## src/rtl/taint_pkg.sv

```systemverilog
`default_nettype none

package taint_pkg;

    // operation codes shared by dispatch and lanes
    typedef enum logic [2:0] {
        op_and = 3'd0,
        op_or  = 3'd1,
        op_xor = 3'd2,
        op_add = 3'd3,
        op_sub = 3'd4,
        op_shl = 3'd5,
        op_shr = 3'd6
    } op_e;

    // default array shape
    localparam int DEF_LANES     = 4;
    localparam int DEF_WIDTH     = 8;
    localparam int DEF_ADDR_BITS = 3;

    // derived sizes for the default shape
    localparam int DEF_ROW_BITS = DEF_LANES * DEF_WIDTH;
    localparam int DEF_ROWS     = 2 ** DEF_ADDR_BITS;

    // one table row: the taint of every lane of one result, lane 0 in the low bits
    typedef logic [DEF_ROW_BITS-1:0] row_t;

endpackage

`default_nettype wire

```

## src/rtl/operand_if.sv

```systemverilog
`timescale 1ns/100ps
`default_nettype none

interface operand_if #(
    parameter int WIDTH = 8
);
    import taint_pkg::*;

    // strobe and its taint
    logic             valid;
    logic             valid_taint;
    op_e              op;

    // operand words with their taint masks
    logic [WIDTH-1:0] a;
    logic [WIDTH-1:0] a_taint;
    logic [WIDTH-1:0] b;
    logic [WIDTH-1:0] b_taint;

    modport src (
        output valid, valid_taint, op,
        output a, a_taint, b, b_taint
    );

    modport dst (
        input valid, valid_taint, op,
        input a, a_taint, b, b_taint
    );

endinterface

`default_nettype wire

```

## src/rtl/operand_dispatch.sv

```systemverilog
`timescale 1ns/100ps
`default_nettype none

module operand_dispatch #(
    parameter int LANES     = 4,
    parameter int WIDTH     = 8,
    parameter int ADDR_BITS = 3
) (
    input  wire                      pos_clk,
    input  wire                      pos_arst,
    input  wire                      in_valid,
    input  wire                      in_valid_taint,
    input  taint_pkg::op_e           op,
    input  wire [LANES*WIDTH-1:0]    a_data,
    input  wire [LANES*WIDTH-1:0]    a_taint,
    input  wire [LANES*WIDTH-1:0]    b_data,
    input  wire [LANES*WIDTH-1:0]    b_taint,
    input  wire [ADDR_BITS-1:0]      wr_addr,
    input  wire [ADDR_BITS-1:0]      wr_addr_taint,
    operand_if.src                   lane_if [LANES],
    output logic                     st_valid,
    output logic [ADDR_BITS-1:0]     st_addr,
    output logic [ADDR_BITS-1:0]     st_addr_taint
);
    import taint_pkg::*;

    logic                   st_valid_taint;
    op_e                    op_q;
    logic [LANES*WIDTH-1:0] a_q;
    logic [LANES*WIDTH-1:0] at_q;
    logic [LANES*WIDTH-1:0] b_q;
    logic [LANES*WIDTH-1:0] bt_q;

    // strobes must come out of reset low
    always_ff @(posedge pos_clk, posedge pos_arst) begin
        if (pos_arst) begin
            st_valid       <= 1'b0;
            st_valid_taint <= 1'b0;
        end else begin
            st_valid       <= in_valid;
            st_valid_taint <= in_valid_taint;
        end
    end

    // operands and address travel together, every cycle
    always_ff @(posedge pos_clk) begin
        op_q          <= op;
        a_q           <= a_data;
        at_q          <= a_taint;
        b_q           <= b_data;
        bt_q          <= b_taint;
        st_addr       <= wr_addr;
        st_addr_taint <= wr_addr_taint;
    end

    // split the wide buses into one operand set per lane
    for (genvar g = 0; g < LANES; g++) begin : g_lane
        assign lane_if[g].valid       = st_valid;
        assign lane_if[g].valid_taint = st_valid_taint;
        assign lane_if[g].op          = op_q;
        assign lane_if[g].a           = a_q[g*WIDTH +: WIDTH];
        assign lane_if[g].a_taint     = at_q[g*WIDTH +: WIDTH];
        assign lane_if[g].b           = b_q[g*WIDTH +: WIDTH];
        assign lane_if[g].b_taint     = bt_q[g*WIDTH +: WIDTH];
    end

endmodule

`default_nettype wire

```

## src/rtl/taint_lane.sv

```systemverilog
`timescale 1ns/100ps
`default_nettype none

module taint_lane #(
    parameter int WIDTH = 8
) (
    input  wire              pos_clk,
    input  wire              pos_arst,
    operand_if.dst           opnd,
    output logic             res_valid,
    output logic [WIDTH-1:0] res_data,
    output logic [WIDTH-1:0] res_taint
);
    import taint_pkg::*;

    // enough shift bits to cover the word
    localparam int SH_BITS = (WIDTH > 1) ? $clog2(WIDTH) : 1;

    logic [SH_BITS-1:0] shamt;
    logic [WIDTH-1:0]   a_lo;
    logic [WIDTH-1:0]   a_hi;
    logic [WIDTH-1:0]   b_lo;
    logic [WIDTH-1:0]   b_hi;
    logic [WIDTH-1:0]   arith_taint;
    logic               any_taint;
    logic [WIDTH-1:0]   nxt_data;
    logic [WIDTH-1:0]   nxt_taint;
    logic [WIDTH-1:0]   en_diff;

    assign shamt = opnd.b[SH_BITS-1:0];

    // tainted bits forced low and forced high
    assign a_lo = opnd.a & ~opnd.a_taint;
    assign a_hi = opnd.a | opnd.a_taint;
    assign b_lo = opnd.b & ~opnd.b_taint;
    assign b_hi = opnd.b | opnd.b_taint;

    assign any_taint = |{opnd.a_taint, opnd.b_taint};

    // carry chain taint: bits where the two extreme results disagree
    always_comb begin
        if (opnd.op == op_sub) begin
            arith_taint = (a_lo - b_lo) ^ (a_hi - b_hi);
        end else begin
            arith_taint = (a_lo + b_lo) ^ (a_hi + b_hi);
        end
        arith_taint = arith_taint | opnd.a_taint | opnd.b_taint;
    end

    always_comb begin
        case (opnd.op)
            op_and: begin
                nxt_data  = opnd.a & opnd.b;
                nxt_taint = (opnd.a_taint & opnd.b) | (opnd.b_taint & opnd.a)
                          | (opnd.a_taint & opnd.b_taint);
            end
            op_or: begin
                nxt_data  = opnd.a | opnd.b;
                nxt_taint = (opnd.a_taint & ~opnd.b) | (opnd.b_taint & ~opnd.a)
                          | (opnd.a_taint & opnd.b_taint);
            end
            op_add: begin
                nxt_data  = opnd.a + opnd.b;
                nxt_taint = arith_taint;
            end
            op_sub: begin
                nxt_data  = opnd.a - opnd.b;
                nxt_taint = arith_taint;
            end
            op_shl: begin
                nxt_data  = opnd.a << shamt;
                nxt_taint = (|opnd.b_taint) ? {WIDTH{1'b1}} : opnd.a_taint << shamt;
            end
            op_shr: begin
                nxt_data  = opnd.a >> shamt;
                nxt_taint = (|opnd.b_taint) ? {WIDTH{1'b1}} : opnd.a_taint >> shamt;
            end
            default: begin
                // xor: any tainted input taints the word
                nxt_data  = opnd.a ^ opnd.b;
                nxt_taint = {WIDTH{any_taint}};
            end
        endcase
    end

    // bits that would flip if the enable went the other way
    assign en_diff = nxt_data ^ res_data;

    always_ff @(posedge pos_clk, posedge pos_arst) begin
        if (pos_arst) begin
            res_valid <= 1'b0;
            res_data  <= '0;
            res_taint <= '0;
        end else begin
            res_valid <= opnd.valid;
            if (opnd.valid) begin
                res_data  <= nxt_data;
                res_taint <= opnd.valid_taint ? (nxt_taint | en_diff) : nxt_taint;
            end else if (opnd.valid_taint) begin
                // data held, taint grows
                res_taint <= res_taint | en_diff;
            end
        end
    end

endmodule

`default_nettype wire

```

## src/rtl/taint_table.sv

```systemverilog
`timescale 1ns/100ps
`default_nettype none

module taint_table #(
    parameter int LANES     = 4,
    parameter int WIDTH     = 8,
    parameter int ADDR_BITS = 3
) (
    input  wire                      pos_clk,
    input  wire                      pos_arst,
    input  wire                      st_valid,
    input  wire  [ADDR_BITS-1:0]     st_addr,
    input  wire  [ADDR_BITS-1:0]     st_addr_taint,
    input  wire  [LANES*WIDTH-1:0]   row_taint,
    input  wire  [ADDR_BITS-1:0]     rd_addr,
    input  wire  [ADDR_BITS-1:0]     rd_addr_taint,
    output logic [LANES*WIDTH-1:0]   rd_taint,
    output logic [ADDR_BITS:0]       taint_count
);
    localparam int ROW_BITS = LANES * WIDTH;
    localparam int ROWS     = 2 ** ADDR_BITS;

    logic [ROW_BITS-1:0]  rows [ROWS];
    logic                 wr_valid_q;
    logic [ADDR_BITS-1:0] wr_addr_q;
    logic [ADDR_BITS-1:0] wr_addr_taint_q;
    logic [ROW_BITS-1:0]  wr_row;
    logic                 old_hit;
    logic                 new_hit;

    // one more stage so the address lines up with the lane registers
    always_ff @(posedge pos_clk, posedge pos_arst) begin
        if (pos_arst) begin
            wr_valid_q <= 1'b0;
        end else begin
            wr_valid_q <= st_valid;
        end
    end

    always_ff @(posedge pos_clk) begin
        wr_addr_q       <= st_addr;
        wr_addr_taint_q <= st_addr_taint;
    end

    // a tainted address could have hit this row with anything
    assign wr_row  = (|wr_addr_taint_q) ? {ROW_BITS{1'b1}} : row_taint;
    assign old_hit = |rows[wr_addr_q];
    assign new_hit = |wr_row;

    always_ff @(posedge pos_clk, posedge pos_arst) begin
        if (pos_arst) begin
            for (int i = 0; i < ROWS; i++) begin
                rows[i] <= '0;
            end
            taint_count <= '0;
        end else if (wr_valid_q) begin
            rows[wr_addr_q] <= wr_row;
            // count only clean <-> tainted transitions
            if (!old_hit && new_hit) begin
                taint_count <= taint_count + 1'b1;
            end else if (old_hit && !new_hit) begin
                taint_count <= taint_count - 1'b1;
            end
        end
    end

    // async read, tainted address poisons the whole row
    assign rd_taint = (|rd_addr_taint) ? {ROW_BITS{1'b1}} : rows[rd_addr];

endmodule

`default_nettype wire

```

## src/rtl/taint_alu_array.sv

```systemverilog
`timescale 1ns/100ps
`default_nettype none

module taint_alu_array #(
    parameter int LANES     = taint_pkg::DEF_LANES,
    parameter int WIDTH     = taint_pkg::DEF_WIDTH,
    parameter int ADDR_BITS = taint_pkg::DEF_ADDR_BITS
) (
    input  wire                      pos_clk,
    input  wire                      pos_arst,
    input  wire                      in_valid,
    input  wire                      in_valid_taint,
    input  taint_pkg::op_e           op,
    input  wire [LANES*WIDTH-1:0]    a_data,
    input  wire [LANES*WIDTH-1:0]    a_taint,
    input  wire [LANES*WIDTH-1:0]    b_data,
    input  wire [LANES*WIDTH-1:0]    b_taint,
    input  wire [ADDR_BITS-1:0]      wr_addr,
    input  wire [ADDR_BITS-1:0]      wr_addr_taint,
    input  wire [ADDR_BITS-1:0]      rd_addr,
    input  wire [ADDR_BITS-1:0]      rd_addr_taint,
    output wire                      out_valid,
    output wire [LANES*WIDTH-1:0]    res_data,
    output wire [LANES*WIDTH-1:0]    res_taint,
    output wire [LANES*WIDTH-1:0]    rd_taint,
    output wire [ADDR_BITS:0]        taint_count
);
    wire                 st_valid;
    wire [ADDR_BITS-1:0] st_addr;
    wire [ADDR_BITS-1:0] st_addr_taint;
    wire [LANES-1:0]     lane_valid;

    operand_if #(.WIDTH(WIDTH)) lane_if [LANES] ();

    operand_dispatch #(
        .LANES     (LANES),
        .WIDTH     (WIDTH),
        .ADDR_BITS (ADDR_BITS)
    ) i_operand_dispatch (
        .pos_clk        (pos_clk),
        .pos_arst       (pos_arst),
        .in_valid       (in_valid),
        .in_valid_taint (in_valid_taint),
        .op             (op),
        .a_data         (a_data),
        .a_taint        (a_taint),
        .b_data         (b_data),
        .b_taint        (b_taint),
        .wr_addr        (wr_addr),
        .wr_addr_taint  (wr_addr_taint),
        .lane_if        (lane_if),
        .st_valid       (st_valid),
        .st_addr        (st_addr),
        .st_addr_taint  (st_addr_taint)
    );

    for (genvar g = 0; g < LANES; g++) begin : g_lane
        taint_lane #(.WIDTH(WIDTH)) i_taint_lane (
            .pos_clk   (pos_clk),
            .pos_arst  (pos_arst),
            .opnd      (lane_if[g]),
            .res_valid (lane_valid[g]),
            .res_data  (res_data[g*WIDTH +: WIDTH]),
            .res_taint (res_taint[g*WIDTH +: WIDTH])
        );
    end

    // all lanes run in lockstep
    assign out_valid = lane_valid[0];

    // the lane taints form one table row
    taint_table #(
        .LANES     (LANES),
        .WIDTH     (WIDTH),
        .ADDR_BITS (ADDR_BITS)
    ) i_taint_table (
        .pos_clk       (pos_clk),
        .pos_arst      (pos_arst),
        .st_valid      (st_valid),
        .st_addr       (st_addr),
        .st_addr_taint (st_addr_taint),
        .row_taint     (res_taint),
        .rd_addr       (rd_addr),
        .rd_addr_taint (rd_addr_taint),
        .rd_taint      (rd_taint),
        .taint_count   (taint_count)
    );

endmodule

`default_nettype wire

```

## config.mk

```make
export PLATFORM = sky130hd
export DESIGN_NAME = taint_alu_array
export DESIGN_NICKNAME = d
export VERILOG_FILES = /design/src/rtl/taint_pkg.sv /design/src/rtl/operand_if.sv /design/src/rtl/operand_dispatch.sv /design/src/rtl/taint_lane.sv /design/src/rtl/taint_table.sv /design/src/rtl/taint_alu_array.sv
export SDC_FILE = /design/constraint.sdc
export NUM_CORES = 2
export LEC_CHECK = 0
export BUFFER_PORTS_ARGS = -buffer_cell sky130_fd_sc_hd__buf_2
export CORE_MARGIN = 5
export CORE_UTILIZATION = 32
export DETAILED_ROUTE_END_ITERATION = 7
export PLACE_DENSITY = 0.49
export SKIP_CTS_REPAIR_TIMING = 1
export SLEW_MARGIN = 40
export SYNTH_ARGS = -nofsm -noshare
export SYNTH_HDL_FRONTEND = slang
export SYNTH_HIERARCHICAL = 1
export SYNTH_SLANG_ARGS = --single-unit
export TNS_END_PERCENT = 20
```

## constraint.sdc

```tcl
create_clock -name pos_clk -period 7.7 [get_ports pos_clk]
set_input_delay 0.385 -clock pos_clk [delete_from_list [all_inputs] [get_ports pos_clk]]
set_output_delay 0.385 -clock pos_clk [all_outputs]
set_load 0.02 [all_outputs]
```

Word-level counts from Yosys, hierarchy flattened
Cells that the tools add are included.
Cells by class
  multiplexer cells: 45
  multiply operators: 0
  shifts and indexed selects: 16
  div/mod/pow operators: 0
  order comparisons: 3
  reduce and logical (&&, ||, !) cells: 22
  eq/ne operators: 5
  $add $sub $neg: 26
  bitwise operators: 110
Operators with widths (count)
  $or 8x8->8: 44
  $and 8x8->8: 32
  $bwmux 256: 1
  $mux 32: 7
  $bmux 32 s3: 2
  $mux 8: 24
  $pmux 8 s6: 4
  $pmux 8 s5: 4
  $not 8->8: 16
  $xor 8x8->8: 16
  $add 8x8->8: 12
  $demux 32 s3: 1
  $sub 8x8->8: 12
  $reduce_or 16->1: 4
  $reduce_or 32->1: 2
  $shl 8x3->8: 8
  $shr 8x3->8: 8
  $reduce_or 8->1: 4
  $eq 3x3->1 const B: 3
  $ge 4x4->1 const B: 2
  $mux 4: 2
  $not 3->4: 2
  $reduce_or 3->1: 2
  $add 4x1->4 const B: 1
  10 further kinds: 14
Word-level totals
  bits in read-only memories: 0
  memories: 0
  bits in registers: 470
  bits in latches: 0
  bits in writable memories: 0
  input bits: 147

Longest topological paths before layout
  depth after elaboration: 11
  depth in mapped cells: 17
  mapped depth without buffers: 14

Hierarchy
Netlist, hierarchy kept.
By module, submodules not included
  taint_table: cells each 1196, area each 12504.5 µm², instances 1
  taint_lane at g_lane[2].i_taint_lane: cells each 626, area each 4803.4 µm², instances 1
  taint_lane at g_lane[3].i_taint_lane: cells each 632, area each 4779.6 µm², instances 1
  taint_lane at g_lane[0].i_taint_lane: cells each 611, area each 4700.8 µm², instances 1
  taint_lane at g_lane[1].i_taint_lane: cells each 632, area each 4584.4 µm², instances 1
  operand_dispatch: cells each 156, area each 2916.5 µm², instances 1

Least setup slack after synthesis
OpenSTA, ideal clock, no wires.
  kind: reg2reg
  from: reg i_operand_dispatch.b_q[16]
  to: reg g_lane[2].i_taint_lane.res_taint[6]
  data arrival time: 3.258 ns
  period minus slack after synthesis: 3.387 ns
  library setup time: 0.129 ns
  cell stages (with the launch flop): 15
  required time: 7.571 ns
  setup slack: 4.313 ns
  path buffers: 4
  path through: dfxtp_1 buf_6 buf_4 buf_2 buf_2 or2_2 ha_1 fa_1 or2_0 a221oi_1 o41ai_1 a311oi_1 xnor2_1 a211oi_1 o22ai_1
On the way
  word-level cells in the longest chain between the ends: 10
  elaborated cells on any way between the ends: 27
  those cells by class: 6 x add/sub; 4 x shift; 8 x mux; 9 x bitwise
RTL lines
  start: declaration: RTL line operand_dispatch.sv:31  | logic [LANES*WIDTH-1:0] b_q;
  start signal: assignment: RTL line operand_dispatch.sv:50  | b_q <= b_data;
  $and 8x8->8 / $or 8x8->8 (equally long branches): RTL line taint_lane.sv:35, taint_lane.sv:36
  $add 8x8->8 / $sub 8x8->8 (equally long branches): RTL line taint_lane.sv:45, taint_lane.sv:43
  $xor 8x8->8, on equally long branches: RTL line taint_lane.sv:45, taint_lane.sv:43
  $mux 8: RTL line taint_lane.sv:42  | if (opnd.op == op_sub) begin
  $or 8x8->8 (2 in series): RTL line taint_lane.sv:47  | arith_taint = arith_taint | opnd.a_taint | opnd.b_taint;
  $pmux 8 s5: RTL line taint_lane.sv:51  | case (opnd.op)
  $or 8x8->8: RTL line taint_lane.sv:98  | res_taint <= opnd.valid_taint ? (nxt_taint | en_diff) : nxt_taint;
  $mux 8: RTL line taint_lane.sv:98
  $mux 8 (*): RTL line taint_lane.sv:96  | if (opnd.valid) begin
  end signal: assignment: RTL line taint_lane.sv:98
  end signal: assignment: RTL line taint_lane.sv:101  | res_taint <= res_taint | en_diff;
  end: declaration: RTL line taint_lane.sv:12  | output logic [WIDTH-1:0] res_taint
Mark *: on every way between the ends. The rest lies on a longest branch, timed or not. The select of a mux whose other input is x is not followed.
A chain may end at the register's enable or synchronous reset.

Worst setup path after layout
  from: reg i_operand_dispatch.op_q[0], in the netlist i_operand_dispatch/lane_if[0].op[0]
  to: reg g_lane[1].i_taint_lane.res_taint[6]
On the way
  word-level cells in the longest chain between the ends: 8
  elaborated cells on any way between the ends: 18
  those cells by class: 5 x eq/ne; 6 x mux; 5 x bitwise; 2 x reduce/logical
RTL lines
  start: declaration: RTL line operand_dispatch.sv:28  | op_e op_q;
  start signal: assignment: RTL line operand_dispatch.sv:47  | op_q <= op;
  $eq 3x3->1: RTL line taint_lane.sv:42, taint_lane.sv:51
  $mux 8: RTL line taint_lane.sv:42
  $or 8x8->8 (2 in series): RTL line taint_lane.sv:47
  $pmux 8 s5: RTL line taint_lane.sv:51
  $or 8x8->8: RTL line taint_lane.sv:98
  $mux 8: RTL line taint_lane.sv:98
  $mux 8 (*): RTL line taint_lane.sv:96
  end signal: assignment: RTL line taint_lane.sv:98
  end signal: assignment: RTL line taint_lane.sv:101
  end: declaration: RTL line taint_lane.sv:12
Marks and branches as above.

==> impl_metrics.ini <==
[clock_tree]
clk_latency_ns = 0.69
numClockSinks = 471
cts_buffers = 59
clk_path_buf_depth = 3
cts_tree = yes
cts_htree_levels = 2
clockRootBuffer = clkbuf_16
path_clk_slew_ns = 0.08

[timing]
worst_slew_margin_rel_pct = 44.5
hold_ws_ns = 0.321
skew_ns = 0.0350
rsz0062_at_grt = false
setup_tns_ns = 0
max_freq_mhz = 234
worstMarginPinSlew_ns = 0.832
setup_viol = 0
fin_crit_sh_pct = 55.6
drv_slew = 0
hold_viol = 0
layout_min_cycle_time_ns = 4.28

[job]
max-cap-violations = 0

[synth]
synth_area_um2 = 34200
synthesis.yosys.warnings = 6
avgSynthCellArea_um2 = 8.89
synthCells = 3850
synth_nets = 4233

[floorplanning]
die_area_um2 = 114000
die_h_um = 337
core.rowCount = 120
boundaryPins = 248
core_area_um2 = 107000
die_width_um = 337
start_util_pct = 32.1

[pwr]
power_density_nw_per_um2 = 208
ir_drop_mv = 0.216
leakage_nw = 16.5
p_total_w = 0.00831

[drt]
drt_pass1_iterations = 6
viasPerCell = 5.49
antenna_left = 0
detail_route.wl_per_cell_um = 23.0
vias = 30400
routed_wl_um = 128000
drc = 0
drt-initial-drc-count = 2749

[layout]
drive_gt1_share_pct = 16.2
nFillCells = 10900
area_delta_synth_final_pct = 16.5
num-nets-final = 4470
utilization_pct = 37.4

[status]
status = complete, no violations

[grt]
grt_antenna_before_repair = 5
grt_pass1_wl_um = 190000
grt_max_degree = 109
grt_overflow = 0
grt_pass1_vias = 29000
grt_use_total_pct = 21.7

[worst_setup_path]
critPathCaptureType = flip-flop
cp-start-kind = flip-flop
path_max_fanout = 42
worst_ep_required_time_ns = 8.23
crit_type = reg -> reg
cp.arrival_ns = 4.81

[placed_design]
dp.final_hpwl_um = 93200
portBuffers = 247
place_congestion = 0.924

[min_path]
hold_path_class = in -> reg
where the power goes:
group	internal [W]	leakage [nW]	switching (W)
registers	0.00278	4.69	0.000454
logic	0.000915	10.8	0.00122
clock network	0.00172	0.997	0.00123
total	0.00541	16.5	0.00290
path summary, 6_finish.rpt:
kind / start / end / slack [ns] / cells after the start
worst max-delay path: i_operand_dispatch/lane_if[0].op[0]$_DFF_P_ / g_lane[1].i_taint_lane/res_taint[6]$_DFFE_PP0P_ / 3.42 / 13
max in group asynchronous: pos_arst / i_taint_table/rows[156]$_DFFE_PP0P_ / 5.97 / 5
worst min-delay path: b_taint[28] / i_operand_dispatch/bt_q[28]$_DFF_P_ / 0.32 / 2
worst max register to register: i_operand_dispatch/lane_if[0].op[0]$_DFF_P_ / g_lane[1].i_taint_lane/res_taint[6]$_DFFE_PP0P_ / 3.42 / 13
worst min register to register: i_operand_dispatch/st_addr[2]$_DFF_P_ / i_taint_table/wr_addr_q[2]$_DFF_P_ / 0.33 / 0
min in group asynchronous: pos_arst / i_operand_dispatch/lane_if[0].valid$_DFF_PP0_ / 0.37 / 3
placed cells by master, fill, tap and decap left out, drive strengths merged, types with 75 or more instances in the layout:
cell	instances
nor2	431
dfrtp	328
o21ai	323
buf	295
a21oi	294
nand2	289
inv	217
ha	215
dfxtp	143
dlygate4sd3	140
xnor2	118
mux2i	109
mux4	103
clkbuf	87
nor3	75
critical path, stage by stage, from the launching register on:
cell	delay, ns
dfxtp_4	0.59
buf_4	0.56
inv_1	0.56
nand2_2	0.40
o21ai_0	0.23
fa_1	0.47
nand2b_1	0.18
a21oi_1	0.20
o21a_1	0.17
o21a_1	0.11
nor3_1	0.05
o32ai_2	0.28
xnor2_1	0.16
o22ai_1	0.10
state kept, by name, indices dropped and copies added, names as in the netlist, 4 cells and up:
name / cells
i_operand_dispatch/a_q: 32
i_taint_table/rows: 256
g_lane.i_taint_lane/res_taint: 32
i_operand_dispatch/b_q: 32
i_operand_dispatch/bt_q: 32
i_taint_table/taint_count: 4
g_lane.i_taint_lane/res_data: 32
i_operand_dispatch/at_q: 32
per-layer routing:
metal	routed length (µm)	GRT usage, %	share of wire (%)
met1	57100	30.1	45
met2	56500	33.7	44
met3	8520	4.09	6.7
met4	5420	8.44	4.3
met5	0	0	0
stage by stage:
stage / cell area [µm²] / setup slack (ns) / instances
floorplan: 34200 / 0.131 / 3850
global placement: 36300 / 3.54 / 5285
detailed placement: 36400 / 3.53 / 5289
CTS: 38400 / 3.49 / 5401
global route: 39900 / 3.15 / 5542
finish: 39900 / 3.42 / 5542
area by class of cell:
type | count | area, µm² | share of cell area [%]
Antenna cell | 1 | 2.50 | 0.00628
Clock buffer | 87 | 1780 | 4.46
Clock inverter | 25 | 288 | 0.722
Inverter | 217 | 832 | 2.09
Multi-Input combinational cell | 2903 | 21100 | 52.8
Sequential cell | 471 | 11100 | 27.8
Tap cell | 1403 | 1760 | 4.40
Timing Repair Buffer | 435 | 3050 | 7.66
Power figures use the tool's default switching activity.
